### src/common/glb_macros.svh
//----------------------------------------------------------------------
// Tile widths; GLB_ADDR_WIDTH minus GLB_BANK_ADDR_WIDTH bits pick the bank
//----------------------------------------------------------------------
`ifndef GLB_MACROS_SVH
`define GLB_MACROS_SVH

// Stream and bank word width
`define GLB_DATA_WIDTH 16

// Global word address, top bit selects the bank
`define GLB_ADDR_WIDTH 10

// Word address inside one bank
`define GLB_BANK_ADDR_WIDTH 9

`define GLB_NUM_BANKS 2

// APB byte offset width
`define GLB_APB_ADDR_WIDTH 8

`endif

### src/common/glb_pkg.sv
//----------------------------------------------------------------------
// DMA header layouts and APB register offsets; headers are one 32-bit word
//----------------------------------------------------------------------
`include "glb_macros.svh"

package glb_pkg;

    typedef logic [11:0] word_cnt_t;
    typedef logic [3:0]  stride_t;

    // Store view, start address in the low bits
    typedef struct packed {
        logic [9:0]                 reserved;
        word_cnt_t                  num_words;
        logic [`GLB_ADDR_WIDTH-1:0] start_addr;
    } dma_st_header_t;

    // Load view adds the address stride
    typedef struct packed {
        logic [5:0]                 reserved;
        stride_t                    stride;
        word_cnt_t                  num_words;
        logic [`GLB_ADDR_WIDTH-1:0] start_addr;
    } dma_ld_header_t;

    // Same APB word, two decodings
    typedef union packed {
        dma_st_header_t st;
        dma_ld_header_t ld;
    } dma_header_u;

    localparam logic [`GLB_APB_ADDR_WIDTH-1:0] REG_CTRL   = 8'h00;
    localparam logic [`GLB_APB_ADDR_WIDTH-1:0] REG_ST_HDR = 8'h04;
    localparam logic [`GLB_APB_ADDR_WIDTH-1:0] REG_LD_HDR = 8'h08;
    localparam logic [`GLB_APB_ADDR_WIDTH-1:0] REG_STATUS = 8'h0C;

endpackage

### src/glb_dma/glb_load_dma.sv
//----------------------------------------------------------------------
// Load DMA, strided reads out as a stream two cycles after each grant
//----------------------------------------------------------------------
`timescale 1ns/1ps
`include "glb_macros.svh"

module glb_load_dma (
    input  logic                        clk,
    input  logic                        arst_n,
    input  glb_pkg::dma_ld_header_t     ld_header,
    input  logic                        ld_start,
    output logic                        rd_req,
    output logic [`GLB_ADDR_WIDTH-1:0]  rd_addr,
    input  logic                        rd_gnt,
    input  logic                        rd_valid,
    input  logic [`GLB_DATA_WIDTH-1:0]  rd_data,
    output logic [`GLB_DATA_WIDTH-1:0]  stream_data_g2f,
    output logic                        stream_data_valid_g2f,
    output logic                        ld_done
);
    import glb_pkg::*;

    logic      busy;
    word_cnt_t issue_left;
    word_cnt_t ret_left;
    stride_t   stride_q;

    // Request until every read is issued
    assign rd_req = busy && (issue_left != '0);

    always_ff @(posedge clk or negedge arst_n) begin
        if (!arst_n) begin
            busy                  <= 1'b0;
            issue_left            <= '0;
            ret_left              <= '0;
            ld_done               <= 1'b0;
            stream_data_valid_g2f <= 1'b0;
        end else begin
            ld_done               <= 1'b0;
            stream_data_valid_g2f <= rd_valid;
            if (ld_start && !busy) begin
                issue_left <= ld_header.num_words;
                ret_left   <= ld_header.num_words;
                if (ld_header.num_words == '0) ld_done <= 1'b1;
                else busy <= 1'b1;
            end else if (busy) begin
                // Issued and returned counts move independently
                if (rd_gnt) issue_left <= issue_left - 1'b1;
                if (rd_valid) ret_left <= ret_left - 1'b1;
                // All returned, last word on the stream now
                if (ret_left == '0) begin
                    busy    <= 1'b0;
                    ld_done <= 1'b1;
                end
            end
        end
    end

    always_ff @(posedge clk) begin
        if (ld_start && !busy) begin
            rd_addr  <= ld_header.start_addr;
            stride_q <= ld_header.stride;
        end else if (rd_gnt) begin
            // Wraps in the 10-bit space, may cross banks
            rd_addr <= rd_addr + `GLB_ADDR_WIDTH'(stride_q);
        end
        if (rd_valid) stream_data_g2f <= rd_data;
    end

    // Refused request held for retry
    a_req_held: assert property (@(posedge clk) disable iff (!arst_n)
        rd_req && !rd_gnt |=> rd_req && $stable(rd_addr));

endmodule

### config.mk
export PLATFORM = sky130hd
export DESIGN_NAME = glb_load_dma
export DESIGN_NICKNAME = d
export VERILOG_FILES = /design/src/common/glb_pkg.sv /design/src/glb_dma/glb_load_dma.sv
export VERILOG_INCLUDE_DIRS = /design/src /design/src/common
export SDC_FILE = /design/constraint.sdc
export NUM_CORES = 1
export LEC_CHECK = 0
export BUFFER_PORTS_ARGS = -buffer_cell sky130_fd_sc_hd__buf_4
export CORE_ASPECT_RATIO = 0.7
export CORE_MARGIN = 3
export CORE_UTILIZATION = 40
export CTS_CLUSTER_SIZE = 8
export DETAILED_ROUTE_END_ITERATION = 10
export HOLD_SLACK_MARGIN = 0.12
export PLACE_DENSITY = 0.71
export SLEW_MARGIN = 20
export SYNTH_ARGS = -nofsm -noshare
export SYNTH_HDL_FRONTEND = slang
export SYNTH_SLANG_ARGS = --single-unit
export TNS_END_PERCENT = 30
### constraint.sdc
create_clock -name clk -period 3.2 [get_ports clk]
set_input_delay 0.64 -clock clk [delete_from_list [all_inputs] [get_ports clk]]
set_output_delay 0.64 -clock clk [all_outputs]
set_load 0.1 [all_outputs]
==> summary.txt, run 1 <==
Outcome
  • Status: complete, no violations

Global route
  • Congestion Overflow GR: 0
  • First-pass GRT wire length: about 10 mm
  • Total Routing Usage GR: 0.172
  • Pin count of the biggest net entering global routing: 28
  • Initial antenna violation count: 0
  • Vias in the first global route: 2,200

Drt
  • Via density: 5.24
  • DRC Markers: 0
  • Met3 WL: 659 um
  • Drt wl/cell: 14.9 um
  • 1st-iter DRT viols: about 170
  • Final wirelength: 6.26 mm
  • DRT Pass-1 Iters: 4
  • Post-route ant nets: 0
  • Metal-1 WL: about 2.9 mm
  • Vias: 2,196
  • Highest Signal Layer: met4
  • Wire length on met2: 2.58 mm

Setup path
  • Reg2Reg Launch Point: ret_left[5]$_DFFE_PN0P_
  • Startpoint Class: flip-flop
  • Critical Path Fanout Max: 5
  • FF-to-FF path depth: 4
  • R2R Setup Slk: between 1 and 1.5 ns
  • Reg2reg end: ret_left[11]$_DFFE_PN0P_
  • Arr. time, crit path: about 2 ns
  • Crit path kind: reg2out
  • Worst path required time: 2.56 ns
  • Crit end category: output pin

STA
  • Fin crit period: 2.63 ns
  • Fmax: 381 MHz
  • Worst-margin pin slew: about 0.62 ns
  • Crit share post-route: 0.821
  • Final Max Slew Viols: 0
  • Unrepaired setup endpoints after global routing: false
  • Final setup fails: 0
  • Relative slew slack: 0.580
  • Clock Skews: 0.00612 ns
  • Fin. Hold Viols: 0
  • Setup tns final: 0 ns

CTS
  • Post-CTS Resized: 0
  • CTS tree: yes
  • Clock root cell: clkbuf_8
  • Total CTS buffers: 9
  • Clock net sink count: between 50 and 60
  • Clk_lat worst skew: 0.33 ns
  • Max Buffers Root-to-Sink: 2
  • Post-CTS Setup Bufs: 0
  • Clk slew on worst S/H paths: 0.07 ns
  • Cts hold-fix bufs: 0
  • CTS HTree Levels: 3

Synthesis
  • Synth top area share: 0.329
  • Top FF cell, synth: edfxtp_1
  • Simple-Gate Fraction of Synth Area: 0.164
  • YS warnings: 0
  • Post-synthesis adder-cell area fraction: 0.0439
  • Syn Nets: 306
  • Mapped Cells: 244
  • Xor/xnor share of the synthesized area: 0.0384
  • Largest family of logic cells by synthesized area: simple AND/OR/NAND/NOR gates
  • Count of cell types in the netlist: 48
  • Post-synth EDFFs: 30
  • Sequential area share after synthesis: 0.576
  • Synth Register Bits: 57
  • Leading area contributor after synthesis: edfxtp_1
  • Area contributors post-synth: edfxtp_1 (33%), dfrtp_1 (25%), ha_1 (3.7%), o21ai_0 (3.7%), nand2_1 (3.4%)
  • Mux contribution to synthesized area: 0.0110
  • Synth Cell Area: 2740 um^2
  • Syn Area/Cell: 11.2 um^2
  • Compound-Gate Fraction of Synth Area: 0.141
  • Async SR Flop Fraction: 0.474

Run
  • Max Cap Viol: 0

Placement
  • Placer congestion estimate: 0.794
  • Hpwl dp: 4.64 mm
  • Cell Area, Placed: 3400 um^2
  • IO Port Bufs: 75

Die
  • Ports: 82
  • Die X: 105 um
  • Starting Density: 0.426
  • Die height: 75.2 um
  • Row Count: 24
  • Core area: around 6400 um^2
  • Die Area: 7890 um^2

Pwr
  • Comb power frac: 0.329
  • Peak supply drop: 0.322 mV
  • P per Cell Area: ~760 nW/um^2
  • Net Sw Frac: 0.371
  • Internal: roughly 0.0017 W
  • Net switching power: 0.00102 W
  • Clk network pwr share: 0.257
  • Leak Pwr: 1.53 nW
  • Sequential share of power: 0.415

Finish
  • Commonest non-fill, non-tap cells in the layout: buf_4 (78), edfxtp_1 (30), dfrtp_1 (27), nand2_1 (25), o21ai_0 (20)
  • Layout Nets: 385
  • Share of post-route cells with drive strength above 1: 0.305
  • Commonest non-fill, non-tap cell in the layout: buf_4
  • Fillers: 601
  • Area growth from synthesis to layout: 31.7%
  • Post-route cell area: between 3000 and 4000 um^2
  • Diode count: 0

Hold path
  • Min-delay worst type: in2async
==> layout make-up <==
| type | instances | area (um^2) | share of cell area |
|---|---|---|---|
| flip-flops and latches | 57 | 1580 | 0.437 |
| multi-input cells | 169 | 1090 | 0.302 |
| repair buffers | 78 | 586 | 0.162 |
| clock buffers | 9 | 124 | 0.0344 |
| well taps | 91 | 114 | 0.0316 |
| clock inverters | 7 | 85.1 | 0.0236 |
| inverters | 8 | 30.0 | 0.00833 |
==> worst max-delay path, stage by stage (launching register included) <==
cell     delay (ns)
dfrtp_1        0.40
or3_1          0.45
or2_2          0.37
nor2_1         0.12
a31oi_1        0.09
buf_4          0.24
==> routing by layer <==
metal | track usage | vias to the layer above
met3 | 0.0891 | 8
li1 | - | 1078
met4 | 0.0611 | 0
met5 | 0 | -
met2 | 0.245 | 73
met1 | 0.226 | 1037
==> flip-flops by register name (all words and copies together) (netlist names) <==
signal and count:
ret_left 12, stream_data_valid_g2f 1, busy 1, stream_data_g2f 16, stride_q 4, rd_addr 10, ld_done 1, issue_left 12
==> kinds of logic (layout without fill, tap and decap cells) <==
kind of cell    after synthesis  count (layout)
mux                           3               3
fa+ha+maj                     9               9
simple gates                 86              86
xor+xnor                     12              12
buf+inv                      18             102
compound gates               59              59
flops                        57              57
==> how the worst max path moves through the flow <==
| stage | slack [ns] | depth (start not counted) | end | from |
|---|---|---|---|---|
| 2_1_floorplan | 0.17 | 4 | rd_req | issue_left[3]$_DFFE_PN0P_ |
| 3_3_place_gp | 0.93 | 5 | rd_req | issue_left[3]$_DFFE_PN0P_ |
| 3_5_place_dp | 0.92 | 5 | rd_req | issue_left[3]$_DFFE_PN0P_ |
| 4_1_cts | 0.55 | 5 | rd_req | issue_left[3]$_DFFE_PN0P_ |
| 5_1_grt | 0.48 | 5 | rd_req | issue_left[3]$_DFFE_PN0P_ |
| 6_report | 0.57 | 5 | rd_req | issue_left[3]$_DFFE_PN0P_ |
==> cells in the mapped netlist, types with 3 or more instances <==
library cell / count
a21oi_1: 10
clkbuf_1: 8
dfrtp_1: 27
edfxtp_1: 30
ha_1: 8
inv_1: 7
mux2i_1: 3
nand2_1: 25
nand3_1: 9
nand4_1: 3
nor2_1: 15
nor3_1: 3
nor4_1: 6
o211ai_1: 6
o21ai_0: 20
o311ai_0: 4
or2_2: 4
or3_1: 4
or4_1: 4
xnor2_1: 6
xor2_1: 6
==> stage by stage <==
step / instances / worst slack (ns) / utilization / power, W / hold WS [ns]
after floorplan: 244 / 0.165 / - / 0.00182 / 0.344
after global placement: 403 / 0.930 / 0.528 / 0.00203 / 0.494
after detailed placement: 403 / 0.918 / 0.528 / 0.00206 / 0.497
after CTS: 419 / 0.546 / 0.561 / 0.00278 / 0.213
after global routing: 419 / 0.481 / 0.561 / 0.00294 / 0.220
final: 419 / 0.574 / 0.561 / 0.00275 / 0.218
==> power by group through the flow <==
stage / combinational, W / sequential, W / clock [W]
floorplan: 0.000422 / 0.00140 / 0
global placement: 0.000886 / 0.00114 / 0
detailed placement: 0.000909 / 0.00115 / 0
CTS: 0.000911 / 0.00114 / 0.000733
global route: 0.00100 / 0.00117 / 0.000767
finish: 0.000905 / 0.00114 / 0.000706
(Power assumes the default switching activity.)
==> run 2, diff against run 1 <==
--- a/config.mk
+++ b/config.mk
@@ -6,6 +6,7 @@
 export SDC_FILE = /design/constraint.sdc
 export NUM_CORES = 1
 export LEC_CHECK = 0
+export ABC_AREA = 1
 export BUFFER_PORTS_ARGS = -buffer_cell sky130_fd_sc_hd__buf_4
 export CORE_ASPECT_RATIO = 0.7
 export CORE_MARGIN = 3
@@ -13,7 +14,7 @@
 export CTS_CLUSTER_SIZE = 8
 export DETAILED_ROUTE_END_ITERATION = 10
 export HOLD_SLACK_MARGIN = 0.12
-export PLACE_DENSITY = 0.71
+export PLACE_DENSITY = 0.72
 export SLEW_MARGIN = 20
 export SYNTH_ARGS = -nofsm -noshare
 export SYNTH_HDL_FRONTEND = slang
==> constraint.sdc (replaced) <==
create_clock -name clk -period 2.27 [get_ports clk]
set_input_delay 0.454 -clock clk [delete_from_list [all_inputs] [get_ports clk]]
set_output_delay 0.454 -clock clk [all_outputs]
set_load 0.1 [all_outputs]
==> run 2 against run 1 <==
- final area rose by 5.9%
- setup slack lost 0.34 ns
- sequential cell count stayed put
- clock-buffer cell count up 1
- highest routed layer unchanged
==> summary.txt, run 2 <==
Synthesis
  • Synth Register Bits: 57 (unchanged)
  • Area contributors post-synth: edfxtp_1 (30%), dfrtp_1 (23%), nand2_1 (13%), nor2_1 (5.3%), nand3_1 (3.9%)
  • Most common cell in the netlist: nand2_1
  • Syn Nets: 403 (+32%)
  • Synth cell count leaders: nand2_1 (103), nor2_1 (42), edfxtp_1 (30)
  • Sequential area share after synthesis: 0.531 (-0.0456)
  • Top FF cell, synth: edfxtp_1
  • Count of cell types in the netlist: 37 (-23%)
  • Synth top area share: 0.303 (-0.0261)
  • Async SR Flop Fraction: 0.474 (unchanged)
  • Post-synth EDFFs: 30 (unchanged)
  • Leading area contributor after synthesis: edfxtp_1
  • Syn Area/Cell: 8.71 um^2 (-22%)
  • Mapped Cells: 341 (+40%)
  • YS warnings: 0 (unchanged)
  • Synth Cell Area: 2970 um^2 (+8.6%)

CTS
  • Clk slew on worst S/H paths: 0.07 ns (about the same)
  • Total CTS buffers: 9 (unchanged)
  • Clock root cell: clkbuf_8
  • Clk_lat worst skew: 0.33 ns (about the same)
  • CTS HTree Levels: 3 (unchanged)
  • CTS tree: yes
  • Max Buffers Root-to-Sink: 2 (unchanged)
  • Clock net sink count: 57 (unchanged)
  • Post-CTS Resized: 0 (unchanged)

Placement
  • Placer congestion estimate: 0.849 (+6.9%)
  • Inst Count DP: 504 (+25%)
  • Cell Area, Placed: 3620 um^2 (+6.6%)
  • Hpwl dp: 5.26 mm (+13%)
  • IO Port Bufs: 75 (unchanged)

STA
  • Fin. Hold Viols: 0 (unchanged)
  • Crit share post-route: 0.895
  • Hold slack: 0.299 ns (+0.0811 ns)
  • Clock Skews: 0.0137 ns (+0.00758 ns)
  • Final setup fails: 0 (unchanged)
  • Final Max Slew Viols: 0 (unchanged)
  • Worst-margin pin slew: 0.612 ns (-0.0123 ns)
  • Fmax: around 490 MHz
  • Fin crit period: 2.03 ns
  • Setup tns final: 0 ns (unchanged)
  • Unrepaired setup endpoints after global routing: false
  • Relative slew slack: 0.591 (+0.0110)

Finish
  • Layout Nets: 484 (+26%)
  • Share of post-route cells with drive strength above 1: 0.239 (-0.0660)
  • Commonest non-fill, non-tap cell in the layout: nand2_1
  • Finished Layout Cells: 521 (+24%)
  • Fillers: 647 (+7.7%)
  • Biggest register: stream_data_g2f
  • Post-route cell area: 3820 um^2 (+5.9%)
  • Biggest registers after layout: stream_data_g2f: 16 flops, issue_left: 12 flops, ret_left: 12 flops
  • Commonest non-fill, non-tap cells in the layout: nand2_1 (103), buf_4 (78), nor2_1 (42), edfxtp_1 (30), dfrtp_1 (27)
  • Diode count: 0 (unchanged)
  • Area growth from synthesis to layout: 28.5%
  • Max reg flops: 16 (unchanged)

Die
  • Core area: 6980 um^2 (+8.5%)
  • Die X: 109 um (+4.0%)
  • Ports: 82 (unchanged)
  • Die Area: 8520 um^2 (+8.0%)
  • Die height: 78.1 um (+3.9%)
  • Row Count: 25 (+4.2%)
  • Starting Density: 0.426 (about the same)

Setup path
  • Cell family with most CP delay: simple AND/OR/NAND/NOR gates
  • Slowest cell on the critical path: dfrtp_1
  • Critical Path Fanout Max: 4 (-1)
  • Crit path kind: reg2out
  • Highest cell delay on the worst timing path: 0.41 ns (-0.04 ns)
  • Arr. time, crit path: 1.58 ns (-0.41 ns)
  • CP most frequent cell: nor2_1
  • Crit end category: output pin
  • Worst path required time: 1.82 ns (-0.74 ns)
  • Startpoint Class: flip-flop
  • Worst path bufs/invs: 1 (unchanged)
  • Cell-by-cell trace of the critical path: nor2_1, nand2_1, nor2_1, a41oi_2, buf_4

Drt
  • Via density: 4.94 (-5.7%)
  • Post-route ant nets: 0 (unchanged)
  • Final wirelength: 7.00 mm (+12%)
  • DRC Markers: 0 (unchanged)
  • 1st-iter DRT viols: 120 (-31%)
  • Drt wl/cell: 13.4 um (-10%)
  • Vias: 2,575 (+17%)
  • DRT Pass-1 Iters: 4 (unchanged)

Global route
  • Total Routing Usage GR: 0.176 (+0.00430)
  • Congestion Overflow GR: 0 (unchanged)
  • Initial antenna violation count: 0 (unchanged)
  • First-pass GRT wire length: 11.7 mm (+13%)
  • Vias in the first global route: 2,473 (+12%)
  • Pin count of the biggest net entering global routing: 28 (unchanged)

Hold path
  • Min-delay worst type: in2reg

Pwr
  • P per Cell Area: 1360 nW/um^2 (+78%)
  • Pwr Total: 0.00520 W (+89%)
  • Leak Pwr: 1.76 nW (+15%)
  • Peak supply drop: 0.881 mV (+170%)

Run
  • Max Cap Viol: 0 (unchanged)

Outcome
  • Status: complete, no violations
## run 2: changes by cell type after synthesis, moves of 5 or more
| cell | delta |
|---|---|
| nand3_1 | +14 |
| nor4_1 | -5 |
| nand2_1 | +78 |
| clkbuf_1 | -7 |
| inv_1 | +17 |
| nor2_1 | +27 |
## run 2: power by group
part | total [W] | switching, W | internal [W]
logic | 0.00251 | 0.00176 | 0.000745
registers | 0.00179 | 0.000302 | 0.00148
clock network | 0.000905 | 0.000405 | 0.000499
## run 2: through the flow
stage	setup WS [ns]	util
2_1_floorplan	-0.0253	-
3_3_place_gp	0.466	0.519
3_5_place_dp	0.454	0.519
4_1_cts	0.218	0.547
5_1_grt	0.101	0.547
6_report	0.239	0.547
## run 2: per-layer routing
layer | vias up | GRT usage | share of wire
met4 | 0 | 0.0454 | 0.010
met1 | 1184 | 0.260 | 0.47
met5 | - | 0 | 0
li1 | 1300 | - | -
met2 | 82 | 0.251 | 0.45
met3 | 9 | 0.0551 | 0.077
## run 2: logic make-up (layout without fill, tap and decap cells)
| kind of cell | Yosys count | after routing | share of synthesized area |
|---|---|---|---|
| simple gates | 187 | 187 | 0.266 |
| fa+ha+maj | 9 | 9 | 0.0404 |
| compound gates | 45 | 45 | 0.0876 |
| flops | 57 | 57 | 0.531 |
| xor+xnor | 7 | 7 | 0.0206 |
| buf+inv | 36 | 122 | 0.0547 |
## run 2: area by class of cell
class | instances | area (um^2) | share of cell area
flip-flops and latches | 57 | 1580 | 0.413
well taps | 94 | 118 | 0.0308
repair buffers | 79 | 596 | 0.156
multi-input cells | 248 | 1240 | 0.325
inverters | 27 | 101 | 0.0265
clock inverters | 6 | 58.8 | 0.0154
clock buffers | 10 | 128 | 0.0334
## run 2: final timing paths
check                      depth (start not counted)                          to                       from  slack [ns]
min in group asynchronous                          2     ret_left[8]$_DFFE_PN0P_                     arst_n        0.57
max reg2reg                                        7        rd_addr[6]$_DFFE_PP_       rd_addr[0]$_DFFE_PP_        0.44
min reg2reg                                        2   issue_left[9]$_DFFE_PN0P_  issue_left[9]$_DFFE_PN0P_        0.53
max                                                5                      rd_req  issue_left[8]$_DFFE_PN0P_        0.24
min                                                1       stride_q[3]$_DFFE_PP_              ld_header[25]        0.30
max in group asynchronous                          2  issue_left[11]$_DFFE_PN0P_                     arst_n        1.41
## run 2: repair_timing
item / in CTS / in global routing
hold endpoints to repair: 27 / 0
hold buffers: 1 / 0
setup buffers: 0 / 0
==> run 3, diff against run 2 <==
--- a/config.mk
+++ b/config.mk
@@ -14,7 +14,7 @@
 export CTS_CLUSTER_SIZE = 8
 export DETAILED_ROUTE_END_ITERATION = 10
 export HOLD_SLACK_MARGIN = 0.12
-export PLACE_DENSITY = 0.72
+export PLACE_DENSITY = 0.7
 export SLEW_MARGIN = 20
 export SYNTH_ARGS = -nofsm -noshare
 export SYNTH_HDL_FRONTEND = slang
==> constraint.sdc (replaced) <==
create_clock -name clk -period 2.1 [get_ports clk]
set_input_delay 0.42 -clock clk [delete_from_list [all_inputs] [get_ports clk]]
set_output_delay 0.42 -clock clk [all_outputs]
set_load 0.1 [all_outputs]
==> run 3 against run 2 <==
- cell count increased by 0.58%
- sequential share of layout area is 0.95 points lower
- die area is the same
- worst hold slack lost 0.037 ns
- sequential power rose by 8%
- critical path depth unchanged
- critical path type unchanged
==> summary.txt, run 3 (synthesis gave the netlist of run 2 again) <==
CTS
  • Total CTS buffers: 9 (unchanged)
  • Clk_lat worst skew: 0.33 ns (about the same)
  • Clk slew on worst S/H paths: 0.07 ns (about the same)
  • Max Buffers Root-to-Sink: 2 (unchanged)
  • Clock root cell: clkbuf_8
  • Post-CTS Setup Bufs: 0 (unchanged)
  • CTS HTree Levels: 3 (unchanged)
  • CTS tree: yes
  • Clock net sink count: 57 (unchanged)

Finish
  • Max reg flops: 16 (unchanged)
  • Commonest non-fill, non-tap cells in the layout: nand2_1 (102), buf_4 (80), nor2_1 (41), edfxtp_1 (30), dfrtp_1 (27)
  • Biggest registers after layout: stream_data_g2f: 16 flops, issue_left: 12 flops, ret_left: 12 flops
  • Layout Nets: 487 (+0.62%)
  • Biggest register: stream_data_g2f
  • Finished Layout Cells: 524 (+0.58%)
  • Share of post-route cells with drive strength above 1: 0.256 (+0.0169)
  • Diode count: 0 (unchanged)
  • Area of the multi-input gates: 1250 um^2 (+0.61%)
  • Fillers: 609 (-5.9%)
  • Reg area: 1580 um^2 (unchanged)
  • Area growth from synthesis to layout: 31.5%
  • Commonest non-fill, non-tap cell in the layout: nand2_1

Die
  • Die height: 78.1 um (unchanged)
  • Die X: 109 um (unchanged)
  • Die Area: 8520 um^2 (unchanged)
  • Row Count: 25 (unchanged)
  • Starting Density: 0.426 (unchanged)
  • Ports: 82 (unchanged)
  • Core area: 6980 um^2 (unchanged)

Setup path
  • Worst path required time: 1.68 ns (-0.14 ns)
  • Arr. time, crit path: 1.49 ns (-0.09 ns)
  • Startpoint Class: flip-flop
  • Crit path kind: reg2out
  • Critical Path Fanout Max: 4 (unchanged)
  • Crit end category: output pin
  • R2R Setup Slk: 0.31 ns (-0.13 ns)

STA
  • Unrepaired setup endpoints after global routing: false
  • Fin crit period: 1.91 ns
  • Clock Skews: 0.00793 ns (-0.00577 ns)
  • Crit share post-route: 0.911
  • Final worst slack: 0.187 ns (-0.0513 ns)
  • Worst-margin pin slew: 0.359 ns (-0.253 ns)
  • Relative slew slack: 0.761 (+0.170)
  • Fin. Hold Viols: 0 (unchanged)
  • Fmax: 523 MHz
  • Final setup fails: 0 (unchanged)
  • Final Max Slew Viols: 0 (unchanged)

Global route
  • First-pass GRT wire length: 11.8 mm (+0.35%)
  • Pin count of the biggest net entering global routing: 28 (unchanged)
  • Congestion Overflow GR: 0 (unchanged)
  • Initial antenna violation count: 0 (unchanged)
  • Total Routing Usage GR: 0.178 (+0.00134)
  • Vias in the first global route: 2,492 (+0.77%)

Pwr
  • Pwr Total: 0.00594 W (+14%)
  • P per Cell Area: 1520 nW/um^2 (+12%)
  • Leak Pwr: 1.80 nW (+2.4%)
  • Peak supply drop: 0.997 mV (+13%)

Placement
  • Inst Count DP: 507 (+0.60%)
  • Hpwl dp: 5.43 mm (+3.1%)
  • Setup Slack @ Placement: 0.318 ns (-0.136 ns)
  • IO Port Bufs: 75 (unchanged)
  • Placer congestion estimate: 0.869 (+2.4%)

Drt
  • Vias: 2,578 (+0.12%)
  • Post-route ant nets: 0 (unchanged)
  • 1st-iter DRT viols: 146 (+22%)
  • Via density: 4.92 (-0.46%)
  • Final wirelength: 7.16 mm (+2.3%)
  • Drt wl/cell: 13.7 um (+1.7%)
  • DRT Pass-1 Iters: 4 (unchanged)
  • DRC Markers: 0 (unchanged)

Run
  • Max Cap Viol: 0 (unchanged)

Hold path
  • Min-delay worst type: in2reg

Outcome
  • Status: complete, no violations
## run 3: per-layer routing
metal  routed length, um  vias up  part of all wire  track usage
met1                3350     1187              0.47        0.251
met3                 578        2             0.081       0.0666
li1                    -     1307                 -            -
met2                3210       82              0.45        0.263
met4                  17        0            0.0024       0.0328
met5                   0        -                 0            0
## run 3: power breakdown
| group | switching [W] | internal (W) |
|---|---|---|
| sequential | 0.000329 | 0.00160 |
| clock | 0.000460 | 0.000787 |
| combinational | 0.00192 | 0.000835 |
## run 3: area by class of cell
type,instances,area share
clock inverters,7,0.0304
well taps,94,0.0301
multi-input cells,248,0.319
inverters,27,0.0259
flip-flops and latches,57,0.403
repair buffers,82,0.159
clock buffers,9,0.0317
## run 3: worst max-delay path, stage by stage, from the launching register on
cell and delay, ns:
dfrtp_1 0.42, nor2_1 0.16, nand2_1 0.11, nor2_1 0.15
a41oi_2 0.12, buf_6 0.21
## run 3: path summary, 6_finish.rpt
check | start | endpoint | cells past startpoint
min in group asynchronous | arst_n | issue_left[6]$_DFFE_PN0P_ | 2
hold / removal | rd_data[13] | stream_data_g2f[13]$_DFFE_PP_ | 1
setup reg to reg | rd_addr[0]$_DFFE_PP_ | rd_addr[6]$_DFFE_PP_ | 7
max in group asynchronous | arst_n | ret_left[10]$_DFFE_PN0P_ | 2
hold reg to reg | issue_left[9]$_DFFE_PN0P_ | issue_left[9]$_DFFE_PN0P_ | 2
setup / recovery | issue_left[5]$_DFFE_PN0P_ | rd_req | 5
## run 3: timing repair
item	CTS	global route
endpoints found under the setup margin	0	1
endpoints found under the hold margin	27	0
gates resized for setup	0	2
hold buffers	1	0
## run 3: stage by stage
step           TNS, ns  instance area [um^2]  hold slack (ns)   util
2_1_floorplan   -0.613                  2980            0.124      -
3_3_place_gp         0                  3650            0.358  0.523
3_5_place_dp         0                  3650            0.366  0.523
4_1_cts              0                  3900            0.244  0.559
5_1_grt              0                  3910            0.237  0.560
6_report             0                  3910            0.262  0.560
